`config.mk`:
```
export PLATFORM = sky130hd
export DESIGN_NAME = psx_dma_top
export DESIGN_NICKNAME = d
export VERILOG_FILES = /design/src/dma_xfer_pkg.sv /design/src/dma_regs_pkg.sv /design/src/dma_word_if.sv /design/src/dma_reg_bank.sv /design/src/dma_arbiter.sv /design/src/dma_word_engine.sv /design/src/dma_irq_unit.sv /design/src/psx_dma_top.sv
export SDC_FILE = /design/constraint.sdc
export NUM_CORES = 1
export LEC_CHECK = 0
export BUFFER_PORTS_ARGS = -buffer_cell sky130_fd_sc_hd__buf_2
export CAP_MARGIN = 20
export CORE_ASPECT_RATIO = 2
export CORE_MARGIN = 2
export CORE_UTILIZATION = 35
export DETAILED_ROUTE_END_ITERATION = 16
export PLACE_DENSITY = 0.59
export RECOVER_POWER = 50
export SLEW_MARGIN = 20
export SYNTH_ARGS = -nofsm -noshare
export SYNTH_HDL_FRONTEND = slang
export SYNTH_HIERARCHICAL = 1
export SYNTH_SLANG_ARGS = --single-unit
```
`constraint.sdc`:
```
create_clock -name sys_clk -period 15.1 [get_ports sys_clk]
set_input_delay 0 -clock sys_clk [delete_from_list [all_inputs] [get_ports sys_clk]]
set_output_delay 0 -clock sys_clk [all_outputs]
set_load 0.01 [all_outputs]
```
`src/dma_xfer_pkg.sv`:
```
package dma_xfer_pkg;

   localparam int NUM_CHANNELS = 3;

   typedef logic [1:0]              chan_idx_t;
   typedef logic [NUM_CHANNELS-1:0] chan_vec_t;
   typedef logic [31:0]             word_t;
   typedef logic [31:0]             addr_t;

   localparam addr_t ADDR_STEP = 32'd4;   // bytes per word

   // one word move through the engine
   typedef enum logic [2:0] {
      ENG_IDLE,
      ENG_MEM_RD,
      ENG_DEV_WR,
      ENG_DEV_RD,
      ENG_MEM_WR,
      ENG_DONE
   } eng_state_t;

   typedef enum logic {
      ARB_PICK,
      ARB_BUSY
   } arb_state_t;

endpackage

```
`src/dma_regs_pkg.sv`:
```
package dma_regs_pkg;

   typedef logic [7:0] reg_addr_t;

   // channel register blocks sit at 0x00, 0x10, 0x20
   localparam reg_addr_t CHAN_STRIDE = 8'd16;
   localparam reg_addr_t MADR_OFS    = 8'h00;
   localparam reg_addr_t BCR_OFS     = 8'h04;
   localparam reg_addr_t CHCR_OFS    = 8'h08;

   localparam reg_addr_t DPCR_ADDR   = 8'h70;
   localparam reg_addr_t DICR_ADDR   = 8'h74;

   // CHCR bits
   localparam int CHCR_DIR_BIT   = 0;   // 1 = memory to device
   localparam int CHCR_STEP_BIT  = 1;   // 1 = address steps down
   localparam int CHCR_START_BIT = 24;

   // DPCR holds one nibble per channel, enable in the top bit
   localparam int DPCR_PRIO_W  = 3;
   localparam int DPCR_FIELD_W = 4;

   typedef logic [31:0] dpcr_t;
   typedef logic [DPCR_PRIO_W-1:0] prio_t;

   // DICR bits
   localparam int DICR_FORCE_BIT = 15;
   localparam int DICR_EN_LSB    = 16;
   localparam int DICR_MEN_BIT   = 23;
   localparam int DICR_FLAG_LSB  = 24;
   localparam int DICR_IRQ_BIT   = 31;

   typedef logic [31:0] dicr_t;

endpackage

```
`src/dma_word_if.sv`:
```
`timescale 1ns/10ps

interface dma_word_if;
   import dma_xfer_pkg::*;

   logic      grant_valid;   // arbiter holds a word for the engine
   chan_idx_t grant_chan;
   addr_t     word_addr;
   logic      to_dev;        // 1 = memory to device
   logic      word_done;     // one cycle, from the engine

   modport arb_mp (
      output grant_valid, grant_chan, word_addr, to_dev,
      input  word_done
   );

   modport eng_mp (
      input  grant_valid, grant_chan, word_addr, to_dev,
      output word_done
   );

   // reg bank only watches which channel finished a word
   modport mon_mp (
      input grant_chan, word_done
   );

endinterface

```
`src/dma_reg_bank.sv`:
```
`timescale 1ns/10ps

module dma_reg_bank (
   input  logic                   sys_clk,
   input  logic                   rst,
   input  logic                   reg_wen_i,
   input  dma_regs_pkg::reg_addr_t reg_addr_i,
   input  dma_xfer_pkg::word_t    reg_wdata_i,
   output dma_xfer_pkg::word_t    reg_rdata_o,
   dma_word_if.mon_mp             word_if,
   output dma_xfer_pkg::chan_vec_t chan_req_o,
   output dma_regs_pkg::dpcr_t    dpcr_o,
   output dma_xfer_pkg::addr_t    madr_o [dma_xfer_pkg::NUM_CHANNELS],
   output dma_xfer_pkg::chan_vec_t to_dev_o,
   output dma_xfer_pkg::chan_vec_t chan_done_o,
   output logic                   dicr_wen_o,
   input  dma_regs_pkg::dicr_t    dicr_i
);
   import dma_xfer_pkg::*;
   import dma_regs_pkg::*;

   addr_t       madr_q [NUM_CHANNELS];
   logic [15:0] bcr_q  [NUM_CHANNELS];   // word count only
   word_t       chcr_q [NUM_CHANNELS];
   dpcr_t       dpcr_q;
   chan_vec_t   chan_done_q;

   reg_addr_t   blk_sel;
   reg_addr_t   blk_ofs;
   chan_idx_t   done_chan;

   assign blk_sel   = reg_addr_i / CHAN_STRIDE;
   assign blk_ofs   = reg_addr_i % CHAN_STRIDE;
   assign done_chan = word_if.grant_chan;

   assign dpcr_o      = dpcr_q;
   assign madr_o      = madr_q;
   assign chan_done_o = chan_done_q;
   assign dicr_wen_o  = reg_wen_i && (reg_addr_i == DICR_ADDR);

   always_comb begin
      for (int i = 0; i < NUM_CHANNELS; i++) begin
         chan_req_o[i] = chcr_q[i][CHCR_START_BIT];
         to_dev_o[i]   = chcr_q[i][CHCR_DIR_BIT];
      end
   end

   // CPU read mux
   always_comb begin
      reg_rdata_o = '0;
      if (reg_addr_i == DPCR_ADDR) begin
         reg_rdata_o = dpcr_q;
      end
      else if (reg_addr_i == DICR_ADDR) begin
         reg_rdata_o = dicr_i;   // lives in the irq unit
      end
      else begin
         for (int i = 0; i < NUM_CHANNELS; i++) begin
            if (blk_sel == reg_addr_t'(i)) begin
               case (blk_ofs)
                  MADR_OFS: reg_rdata_o = madr_q[i];
                  BCR_OFS:  reg_rdata_o = {16'h0000, bcr_q[i]};
                  CHCR_OFS: reg_rdata_o = chcr_q[i];
                  default:  reg_rdata_o = '0;
               endcase
            end
         end
      end
   end

   always_ff @(posedge sys_clk or posedge rst) begin
      if (rst) begin
         for (int i = 0; i < NUM_CHANNELS; i++) begin
            madr_q[i] <= '0;
            bcr_q[i]  <= '0;
            chcr_q[i] <= '0;
         end
         dpcr_q      <= '0;
         chan_done_q <= '0;
      end
      else begin
         chan_done_q <= '0;

         // step address and count once the engine finishes a word
         if (word_if.word_done) begin
            if (chcr_q[done_chan][CHCR_STEP_BIT]) begin
               madr_q[done_chan] <= madr_q[done_chan] - ADDR_STEP;
            end
            else begin
               madr_q[done_chan] <= madr_q[done_chan] + ADDR_STEP;
            end
            bcr_q[done_chan] <= bcr_q[done_chan] - 16'd1;
            if (bcr_q[done_chan] == 16'd1) begin   // last word of the block
               chcr_q[done_chan][CHCR_START_BIT] <= 1'b0;
               chan_done_q[done_chan]            <= 1'b1;
            end
         end

         // a CPU write in the same cycle wins
         if (reg_wen_i) begin
            if (reg_addr_i == DPCR_ADDR) begin
               dpcr_q <= reg_wdata_i;
            end
            for (int i = 0; i < NUM_CHANNELS; i++) begin
               if (blk_sel == reg_addr_t'(i)) begin
                  case (blk_ofs)
                     MADR_OFS: madr_q[i] <= reg_wdata_i;
                     BCR_OFS:  bcr_q[i]  <= reg_wdata_i[15:0];   // block count dropped
                     CHCR_OFS: chcr_q[i] <= reg_wdata_i;
                     default:  ;
                  endcase
               end
            end
         end
      end
   end

endmodule

```
`src/dma_arbiter.sv`:
```
`timescale 1ns/10ps

module dma_arbiter (
   input  logic                   sys_clk,
   input  logic                   rst,
   input  dma_xfer_pkg::chan_vec_t chan_req_i,
   input  dma_regs_pkg::dpcr_t    dpcr_i,
   input  dma_xfer_pkg::addr_t    madr_i [dma_xfer_pkg::NUM_CHANNELS],
   input  dma_xfer_pkg::chan_vec_t to_dev_i,
   dma_word_if.arb_mp             word_if
);
   import dma_xfer_pkg::*;
   import dma_regs_pkg::*;

   arb_state_t state_q;
   logic       pick_found;
   chan_idx_t  pick_chan;
   prio_t      best_prio;

   // lowest priority value wins, lower index on a tie
   always_comb begin
      pick_found = 1'b0;
      pick_chan  = '0;
      best_prio  = '1;
      for (int i = 0; i < NUM_CHANNELS; i++) begin
         if (chan_req_i[i] && dpcr_i[i*DPCR_FIELD_W + DPCR_FIELD_W - 1]) begin
            if (!pick_found || (dpcr_i[i*DPCR_FIELD_W +: DPCR_PRIO_W] < best_prio)) begin
               pick_found = 1'b1;
               pick_chan  = chan_idx_t'(i);
               best_prio  = dpcr_i[i*DPCR_FIELD_W +: DPCR_PRIO_W];
            end
         end
      end
   end

   always_ff @(posedge sys_clk or posedge rst) begin
      if (rst) begin
         state_q             <= ARB_PICK;
         word_if.grant_valid <= 1'b0;
         word_if.grant_chan  <= '0;
         word_if.word_addr   <= '0;
         word_if.to_dev      <= 1'b0;
      end
      else begin
         case (state_q)
            ARB_PICK: begin
               if (pick_found) begin
                  word_if.grant_valid <= 1'b1;
                  word_if.grant_chan  <= pick_chan;
                  word_if.word_addr   <= madr_i[pick_chan];
                  word_if.to_dev      <= to_dev_i[pick_chan];
                  state_q             <= ARB_BUSY;
               end
            end
            ARB_BUSY: begin
               if (word_if.word_done) begin   // re-arbitrate every word
                  word_if.grant_valid <= 1'b0;
                  state_q             <= ARB_PICK;
               end
            end
            default: state_q <= ARB_PICK;
         endcase
      end
   end

endmodule

```
`src/dma_word_engine.sv`:
```
`timescale 1ns/10ps

module dma_word_engine (
   input  logic                   sys_clk,
   input  logic                   rst,
   dma_word_if.eng_mp             word_if,
   output logic                   mem_ren_o,
   output logic                   mem_wen_o,
   output dma_xfer_pkg::addr_t    mem_addr_o,
   output dma_xfer_pkg::word_t    mem_wdata_o,
   input  dma_xfer_pkg::word_t    mem_rdata_i,
   input  logic                   mem_ack_i,
   input  dma_xfer_pkg::chan_vec_t dev_rdy_i,
   input  dma_xfer_pkg::chan_vec_t dev_full_i,
   input  dma_xfer_pkg::word_t    dev_rdata_i [dma_xfer_pkg::NUM_CHANNELS],
   output dma_xfer_pkg::chan_vec_t dev_ren_o,
   output dma_xfer_pkg::chan_vec_t dev_wen_o,
   output dma_xfer_pkg::word_t    dev_wdata_o
);
   import dma_xfer_pkg::*;

   eng_state_t state_q;
   word_t      data_q;       // word in flight
   addr_t      addr_q;
   logic       done_q;
   chan_idx_t  chan;
   logic       dev_rd_go;
   logic       dev_wr_go;

   assign chan = word_if.grant_chan;

   assign dev_rd_go = (state_q == ENG_DEV_RD) && dev_rdy_i[chan];
   assign dev_wr_go = (state_q == ENG_DEV_WR) && !dev_full_i[chan];

   assign word_if.word_done = done_q;
   assign mem_addr_o        = addr_q;
   assign mem_wdata_o       = data_q;
   assign dev_wdata_o       = data_q;

   // single-cycle strobes, granted channel only
   always_comb begin
      dev_ren_o       = '0;
      dev_wen_o       = '0;
      dev_ren_o[chan] = dev_rd_go;
      dev_wen_o[chan] = dev_wr_go;
   end

   // address and data of the current word
   always_ff @(posedge sys_clk or posedge rst) begin
      if (rst) begin
         addr_q <= '0;
         data_q <= '0;
      end
      else begin
         if (state_q == ENG_IDLE && word_if.grant_valid) begin
            addr_q <= word_if.word_addr;
         end
         if (state_q == ENG_MEM_RD && mem_ack_i) begin
            data_q <= mem_rdata_i;
         end
         if (dev_rd_go) begin
            data_q <= dev_rdata_i[chan];
         end
      end
   end

   always_ff @(posedge sys_clk or posedge rst) begin
      if (rst) begin
         state_q   <= ENG_IDLE;
         mem_ren_o <= 1'b0;
         mem_wen_o <= 1'b0;
         done_q    <= 1'b0;
      end
      else begin
         done_q <= 1'b0;
         case (state_q)
            ENG_IDLE: begin
               if (word_if.grant_valid) begin
                  if (word_if.to_dev) begin
                     mem_ren_o <= 1'b1;
                     state_q   <= ENG_MEM_RD;
                  end
                  else begin
                     state_q <= ENG_DEV_RD;
                  end
               end
            end
            ENG_MEM_RD: begin
               if (mem_ack_i) begin   // data captured on this edge
                  mem_ren_o <= 1'b0;
                  state_q   <= ENG_DEV_WR;
               end
            end
            ENG_DEV_WR: begin
               if (dev_wr_go) begin
                  done_q  <= 1'b1;
                  state_q <= ENG_DONE;
               end
            end
            ENG_DEV_RD: begin
               if (dev_rd_go) begin
                  mem_wen_o <= 1'b1;
                  state_q   <= ENG_MEM_WR;
               end
            end
            ENG_MEM_WR: begin
               if (mem_ack_i) begin
                  mem_wen_o <= 1'b0;
                  done_q    <= 1'b1;
                  state_q   <= ENG_DONE;
               end
            end
            ENG_DONE: state_q <= ENG_IDLE;   // grant drops on this edge
            default:  state_q <= ENG_IDLE;
         endcase
      end
   end

endmodule

```
`src/dma_irq_unit.sv`:
```
`timescale 1ns/10ps

module dma_irq_unit (
   input  logic                   sys_clk,
   input  logic                   rst,
   input  logic                   dicr_wen_i,
   input  dma_xfer_pkg::word_t    wdata_i,
   input  dma_xfer_pkg::chan_vec_t chan_done_i,
   output dma_regs_pkg::dicr_t    dicr_o,
   output logic                   irq_o
);
   import dma_xfer_pkg::*;
   import dma_regs_pkg::*;

   logic      force_q;
   logic      men_q;
   chan_vec_t en_q;
   chan_vec_t flag_q;
   chan_vec_t flag_set;

   // completion only counts when master and channel enable are both on
   assign flag_set = chan_done_i & en_q & {NUM_CHANNELS{men_q}};

   always_ff @(posedge sys_clk or posedge rst) begin
      if (rst) begin
         force_q <= 1'b0;
         men_q   <= 1'b0;
         en_q    <= '0;
         flag_q  <= '0;
      end
      else if (dicr_wen_i) begin
         force_q <= wdata_i[DICR_FORCE_BIT];
         men_q   <= wdata_i[DICR_MEN_BIT];
         en_q    <= wdata_i[DICR_EN_LSB +: NUM_CHANNELS];
         // write 1 clears, a completion in the same cycle still lands
         flag_q  <= (flag_q & ~wdata_i[DICR_FLAG_LSB +: NUM_CHANNELS]) | flag_set;
      end
      else begin
         flag_q <= flag_q | flag_set;
      end
   end

   assign irq_o = force_q | (|(flag_q & en_q));

   always_comb begin
      dicr_o                                    = '0;
      dicr_o[DICR_FORCE_BIT]                    = force_q;
      dicr_o[DICR_EN_LSB +: NUM_CHANNELS]       = en_q;
      dicr_o[DICR_MEN_BIT]                      = men_q;
      dicr_o[DICR_FLAG_LSB +: NUM_CHANNELS]     = flag_q;
      dicr_o[DICR_IRQ_BIT]                      = irq_o;
   end

endmodule

```
`src/psx_dma_top.sv`:
```
`timescale 1ns/10ps

module psx_dma_top (
   input  logic                   sys_clk,
   input  logic                   rst,
   // CPU register port
   input  logic                   reg_wen_i,
   input  dma_regs_pkg::reg_addr_t reg_addr_i,
   input  dma_xfer_pkg::word_t    reg_wdata_i,
   output dma_xfer_pkg::word_t    reg_rdata_o,
   // memory port
   output logic                   mem_ren_o,
   output logic                   mem_wen_o,
   output dma_xfer_pkg::addr_t    mem_addr_o,
   output dma_xfer_pkg::word_t    mem_wdata_o,
   input  dma_xfer_pkg::word_t    mem_rdata_i,
   input  logic                   mem_ack_i,
   // device ports
   input  dma_xfer_pkg::chan_vec_t dev_rdy_i,
   input  dma_xfer_pkg::chan_vec_t dev_full_i,
   output dma_xfer_pkg::chan_vec_t dev_ren_o,
   output dma_xfer_pkg::chan_vec_t dev_wen_o,
   input  dma_xfer_pkg::word_t    dev_rdata_i [dma_xfer_pkg::NUM_CHANNELS],
   output dma_xfer_pkg::word_t    dev_wdata_o,
   output logic                   irq_o
);
   import dma_xfer_pkg::*;
   import dma_regs_pkg::*;

   chan_vec_t chan_req;
   chan_vec_t to_dev;
   chan_vec_t chan_done;
   dpcr_t     dpcr;
   dicr_t     dicr;
   addr_t     madr [NUM_CHANNELS];
   logic      dicr_wen;

   dma_word_if word_if ();

   dma_reg_bank u_reg_bank (
      .sys_clk     (sys_clk),
      .rst         (rst),
      .reg_wen_i   (reg_wen_i),
      .reg_addr_i  (reg_addr_i),
      .reg_wdata_i (reg_wdata_i),
      .reg_rdata_o (reg_rdata_o),
      .word_if     (word_if.mon_mp),
      .chan_req_o  (chan_req),
      .dpcr_o      (dpcr),
      .madr_o      (madr),
      .to_dev_o    (to_dev),
      .chan_done_o (chan_done),
      .dicr_wen_o  (dicr_wen),
      .dicr_i      (dicr)
   );

   dma_arbiter u_arbiter (
      .sys_clk    (sys_clk),
      .rst        (rst),
      .chan_req_i (chan_req),
      .dpcr_i     (dpcr),
      .madr_i     (madr),
      .to_dev_i   (to_dev),
      .word_if    (word_if.arb_mp)
   );

   dma_word_engine u_engine (
      .sys_clk     (sys_clk),
      .rst         (rst),
      .word_if     (word_if.eng_mp),
      .mem_ren_o   (mem_ren_o),
      .mem_wen_o   (mem_wen_o),
      .mem_addr_o  (mem_addr_o),
      .mem_wdata_o (mem_wdata_o),
      .mem_rdata_i (mem_rdata_i),
      .mem_ack_i   (mem_ack_i),
      .dev_rdy_i   (dev_rdy_i),
      .dev_full_i  (dev_full_i),
      .dev_rdata_i (dev_rdata_i),
      .dev_ren_o   (dev_ren_o),
      .dev_wen_o   (dev_wen_o),
      .dev_wdata_o (dev_wdata_o)
   );

   dma_irq_unit u_irq (
      .sys_clk     (sys_clk),
      .rst         (rst),
      .dicr_wen_i  (dicr_wen),
      .wdata_i     (reg_wdata_i),
      .chan_done_i (chan_done),
      .dicr_o      (dicr),
      .irq_o       (irq_o)
   );

endmodule

```
==> out/metrics.cfg <==
[layout]
drive_above_1_share_pct = 20.8
syn_to_final_growth_pct = 17.8
final-instance-count-excl-fill = 3550
fin_nets = 2830
fin_area_um2 = 27000

[route]
wirelength_um = 100000
drt-vias-per-instance = 6.16
drc = 0
vias = 21900
ant_nets = 0
post_drt_wl_per_cell_um = 28.3
drt_pass1_iterations = 9
drt_iter0_markers = 2343

[run]
drv_cap = 10

[timing]
slew-limit-headroom_pct = -260
hold_violations = 0
finalCritPeriodShare_pct = 36.8
fin_tns_setup_ns = 0
fin_skew_ns = 0.0250
period_needed_ns = 5.56
fmax_ghz = 0.180
setup_viol = 0
finalHoldWorstSlack_ns = 0.0613
final_max_slew_viol_count = 489
layout_setup_ws_ns = 9.54
rsz0062_at_grt = false
worst_slew_pin_slew_ns = 5.38

[logic_synthesis]
synth_seq_cells = 390
async_flop_share_pct = 100
syn_area_um2 = 22900
synth_flop_cell = dfrtp_1
yosysWarnings = 6
synth_edf_count = 0
yosysUniqueCellTypes = 88
synth_area_per_cell_um2 = 9.65
yosysSeqAreaShare_pct = 42.5
synth_cells = 2379

[global_route]
use_met2_pct = 52.8
grt_use_met3_pct = 4.39
grt_pass1_vias = 22400
antenna_found_initial = 6
grt_max_degree = 163
grt_usage_pct = 29.1
use_met1_pct = 28.8
grt-ovfl-total = 0
grt_first_pass_wirelength_um = 145000
top_usage_layer = met2

[status]
status = complete, but fails checks
violations = capacitance limit, slew limit

[critical_path]
cp_max_fo = 125
max_stage_delay_ns = 2.97
criticalPathCategory = input port to async pin
r2r_slack_ns = 10.40
crit_top_cell = clkbuf_1
r2r-end = u_arbiter/word_if.word_addr[23]
slowest_stage = clkinvlp_2
path_cells = dlygate4sd3_1 > clkbuf_1 > clkinvlp_2 > clkbuf_1 > buf_16
startpoint_type = input port
crit_path_end_kind = async pin
worst-r2r-cell-count = 13
worst_ep_required_time_ns = 15.73
r2r-start = u_reg_bank/dpcr_o[3]
arrival_ns = 6.19

[min_path]
worstHoldEndpoint = u_reg_bank/bcr_q[46]
hp-class = input port to flop
min_from = reg_wen_i
whs_path_depth = 3

[clocking]
numClockSinks = 390
numCtsBuffers = 40
root_buffer = clkbuf_16
clk_latency_ns = 0.59
path_clk_slew_ns = 0.07
cts_resized = 0
clk_path_buf_depth = 3
cts_htree_levels = 2
cts_tree = yes

[power]
power_frac_seq_pct = 39.6
switching_share_pct = 38.8
power.density_nw_per_um2 = 141
switchingPower_mw = 1.48
clkPwrFrac_pct = 27.5
p_comb_share_pct = 33.0
power_leakage_nw = 11.4
ir_worst_vdd_mv = 0.0800
p_int_mw = 2.33

[floorplan]
coreArea_um2 = 64700
initial_utilization_pct = 35.4
io_pins = 315
die_area_um2 = 67800
rows = 132
die_w_um = 185
die_y_um = 366

[place]
placed_area_um2 = 24800
dp.cells = 3364
gp_congestion = 1.01
port_buffers = 314
preCtsSetupSlack_ns = 10.42
post-dp-hpwl_um = 67000

## worst max-delay path: cells and delay by family
kind                   cells  cell delay [ns]
buffers and inverters      5             5.97
## cell usage in the layout (no fill, tap or decap), types with 37 or more instances in the layout
cell,netlist,routed
a222oi_1,64,64
o21ai_0,197,197
nand2_1,226,226
buf_4,75,41
nor3_1,56,54
mux2_2,160,160
dfrtp_1,390,388
o31ai_1,37,37
inv_1,47,45
a21oi_1,154,154
clkbuf_1,142,121
clkbuf_16,0,41
mux2i_1,106,106
dlygate4sd3_1,0,108
nor2_1,152,144
buf_2,29,212
## worst max-delay path by stage
stage,endpoint,slack [ns],from
floorplan,u_reg_bank/bcr_q[0],7.52,rst
global placement,u_arbiter/word_if.word_addr[22],10.51,u_reg_bank/dpcr_o[3]
detailed placement,u_arbiter/word_if.word_addr[28],10.42,u_reg_bank/dpcr_o[3]
CTS,u_arbiter/word_if.word_addr[28],10.42,u_reg_bank/dpcr_o[3]
global route,u_reg_bank/bcr_q[1],8.51,rst
finish,u_reg_bank/dpcr_o[14],9.54,rst
## synth_stat cells, types with 9 or more instances
master     instances  area [µm²]
a2111oi_0         18         158
a2111oi_2         15         225
a21oi_1          154         771
a221o_1           28         280
a221oi_1          33         289
a222oi_1          64         641
a22oi_1           35         263
a2bb2oi_1         11        96.3
and2_1            22         138
and3_1            29         181
buf_1             19        71.3
buf_2             29         145
buf_4             75         563
clkbuf_1         142         533
dfrtp_1          390        9760
inv_1             47         176
mux2_2           160        1800
mux2i_1          106        1060
nand2_1          226         848
nand3_1           33         165
nand4_1           17         106
nor2_1           152         571
nor3_1            56         280
o21a_1            33         248
o21ai_0          197         986
o21ai_1           20         100
o22a_1            16         140
o22ai_1           22         138
o2bb2ai_1         26         228
o31ai_1           37         278
xnor2_1           22         193
xor2_1             9        78.8
## flip-flops by register name, summed over array words and instances, names as in the netlist, 2 cells and up
name                          cells
u_reg_bank/madr_o                96
u_engine/mem_addr_o              32
u_engine/dev_wdata_o             32
u_engine/state_q                  3
u_reg_bank/chan_req_o             3
u_reg_bank/chcr_q                90
u_arbiter/word_if.grant_chan      2
u_arbiter/word_if.word_addr      32
u_reg_bank/dpcr_o                32
u_irq/en_q                        3
u_reg_bank/to_dev_o               3
u_irq/flag_q                      3
u_reg_bank/bcr_q                 48
u_reg_bank/chan_done_o            3
## per-stage QoR
stage | util (%) | total power [mW]
global placement | 38.3 | 2.62
floorplan | - | 2.21
detailed placement | 38.3 | 2.65
global route | 41.7 | 3.98
finish | 41.8 | 3.81
CTS | 42.0 | 3.81
## area by class of cell
cell class | instances | area, µm²
Sequential cell | 390 | 9770
Tap cell | 871 | 1090
Antenna cell | 6 | 15.0
Fill cell | 6398 | 37700
Multi-Input combinational cell | 1689 | 11700
Clock inverter | 13 | 154
Clock buffer | 58 | 1180
Inverter | 48 | 183
Timing Repair Buffer | 475 | 2900
## kinds of logic after synthesis
family	count (synthesis)	synth area share [%]
xor gates and xnor gates	31	1.18
muxes	274	12.9
AOI/OAI and AO/OA	759	23.6
DFF	390	42.5
and+or+nand+nor	594	12.2
adders and majority gates	8	0.436
other	1	0.0163
buffers and inverters	322	7.04
## routing by layer
metal | routed length (µm) | vias to the layer above
met5 | 41 | -
met4 | 9280 | 6
met3 | 7230 | 426
met2 | 51400 | 1341
met1 | 32500 | 10800
li1 | - | 9313
## power groups by stage
stage	combinational [mW]	sequential, mW	clock [mW]
global route	1.35	1.52	1.11
global placement	1.12	1.50	0
detailed placement	1.14	1.51	0
CTS	1.25	1.49	1.07
finish	1.25	1.51	1.05
floorplan	0.824	1.39	0
## what timing repair did
item	CTS	global route
hold buffers	108	0
hold endpoints to repair	487	0
buffers inserted	0	0
(Power assumes the default switching activity.)
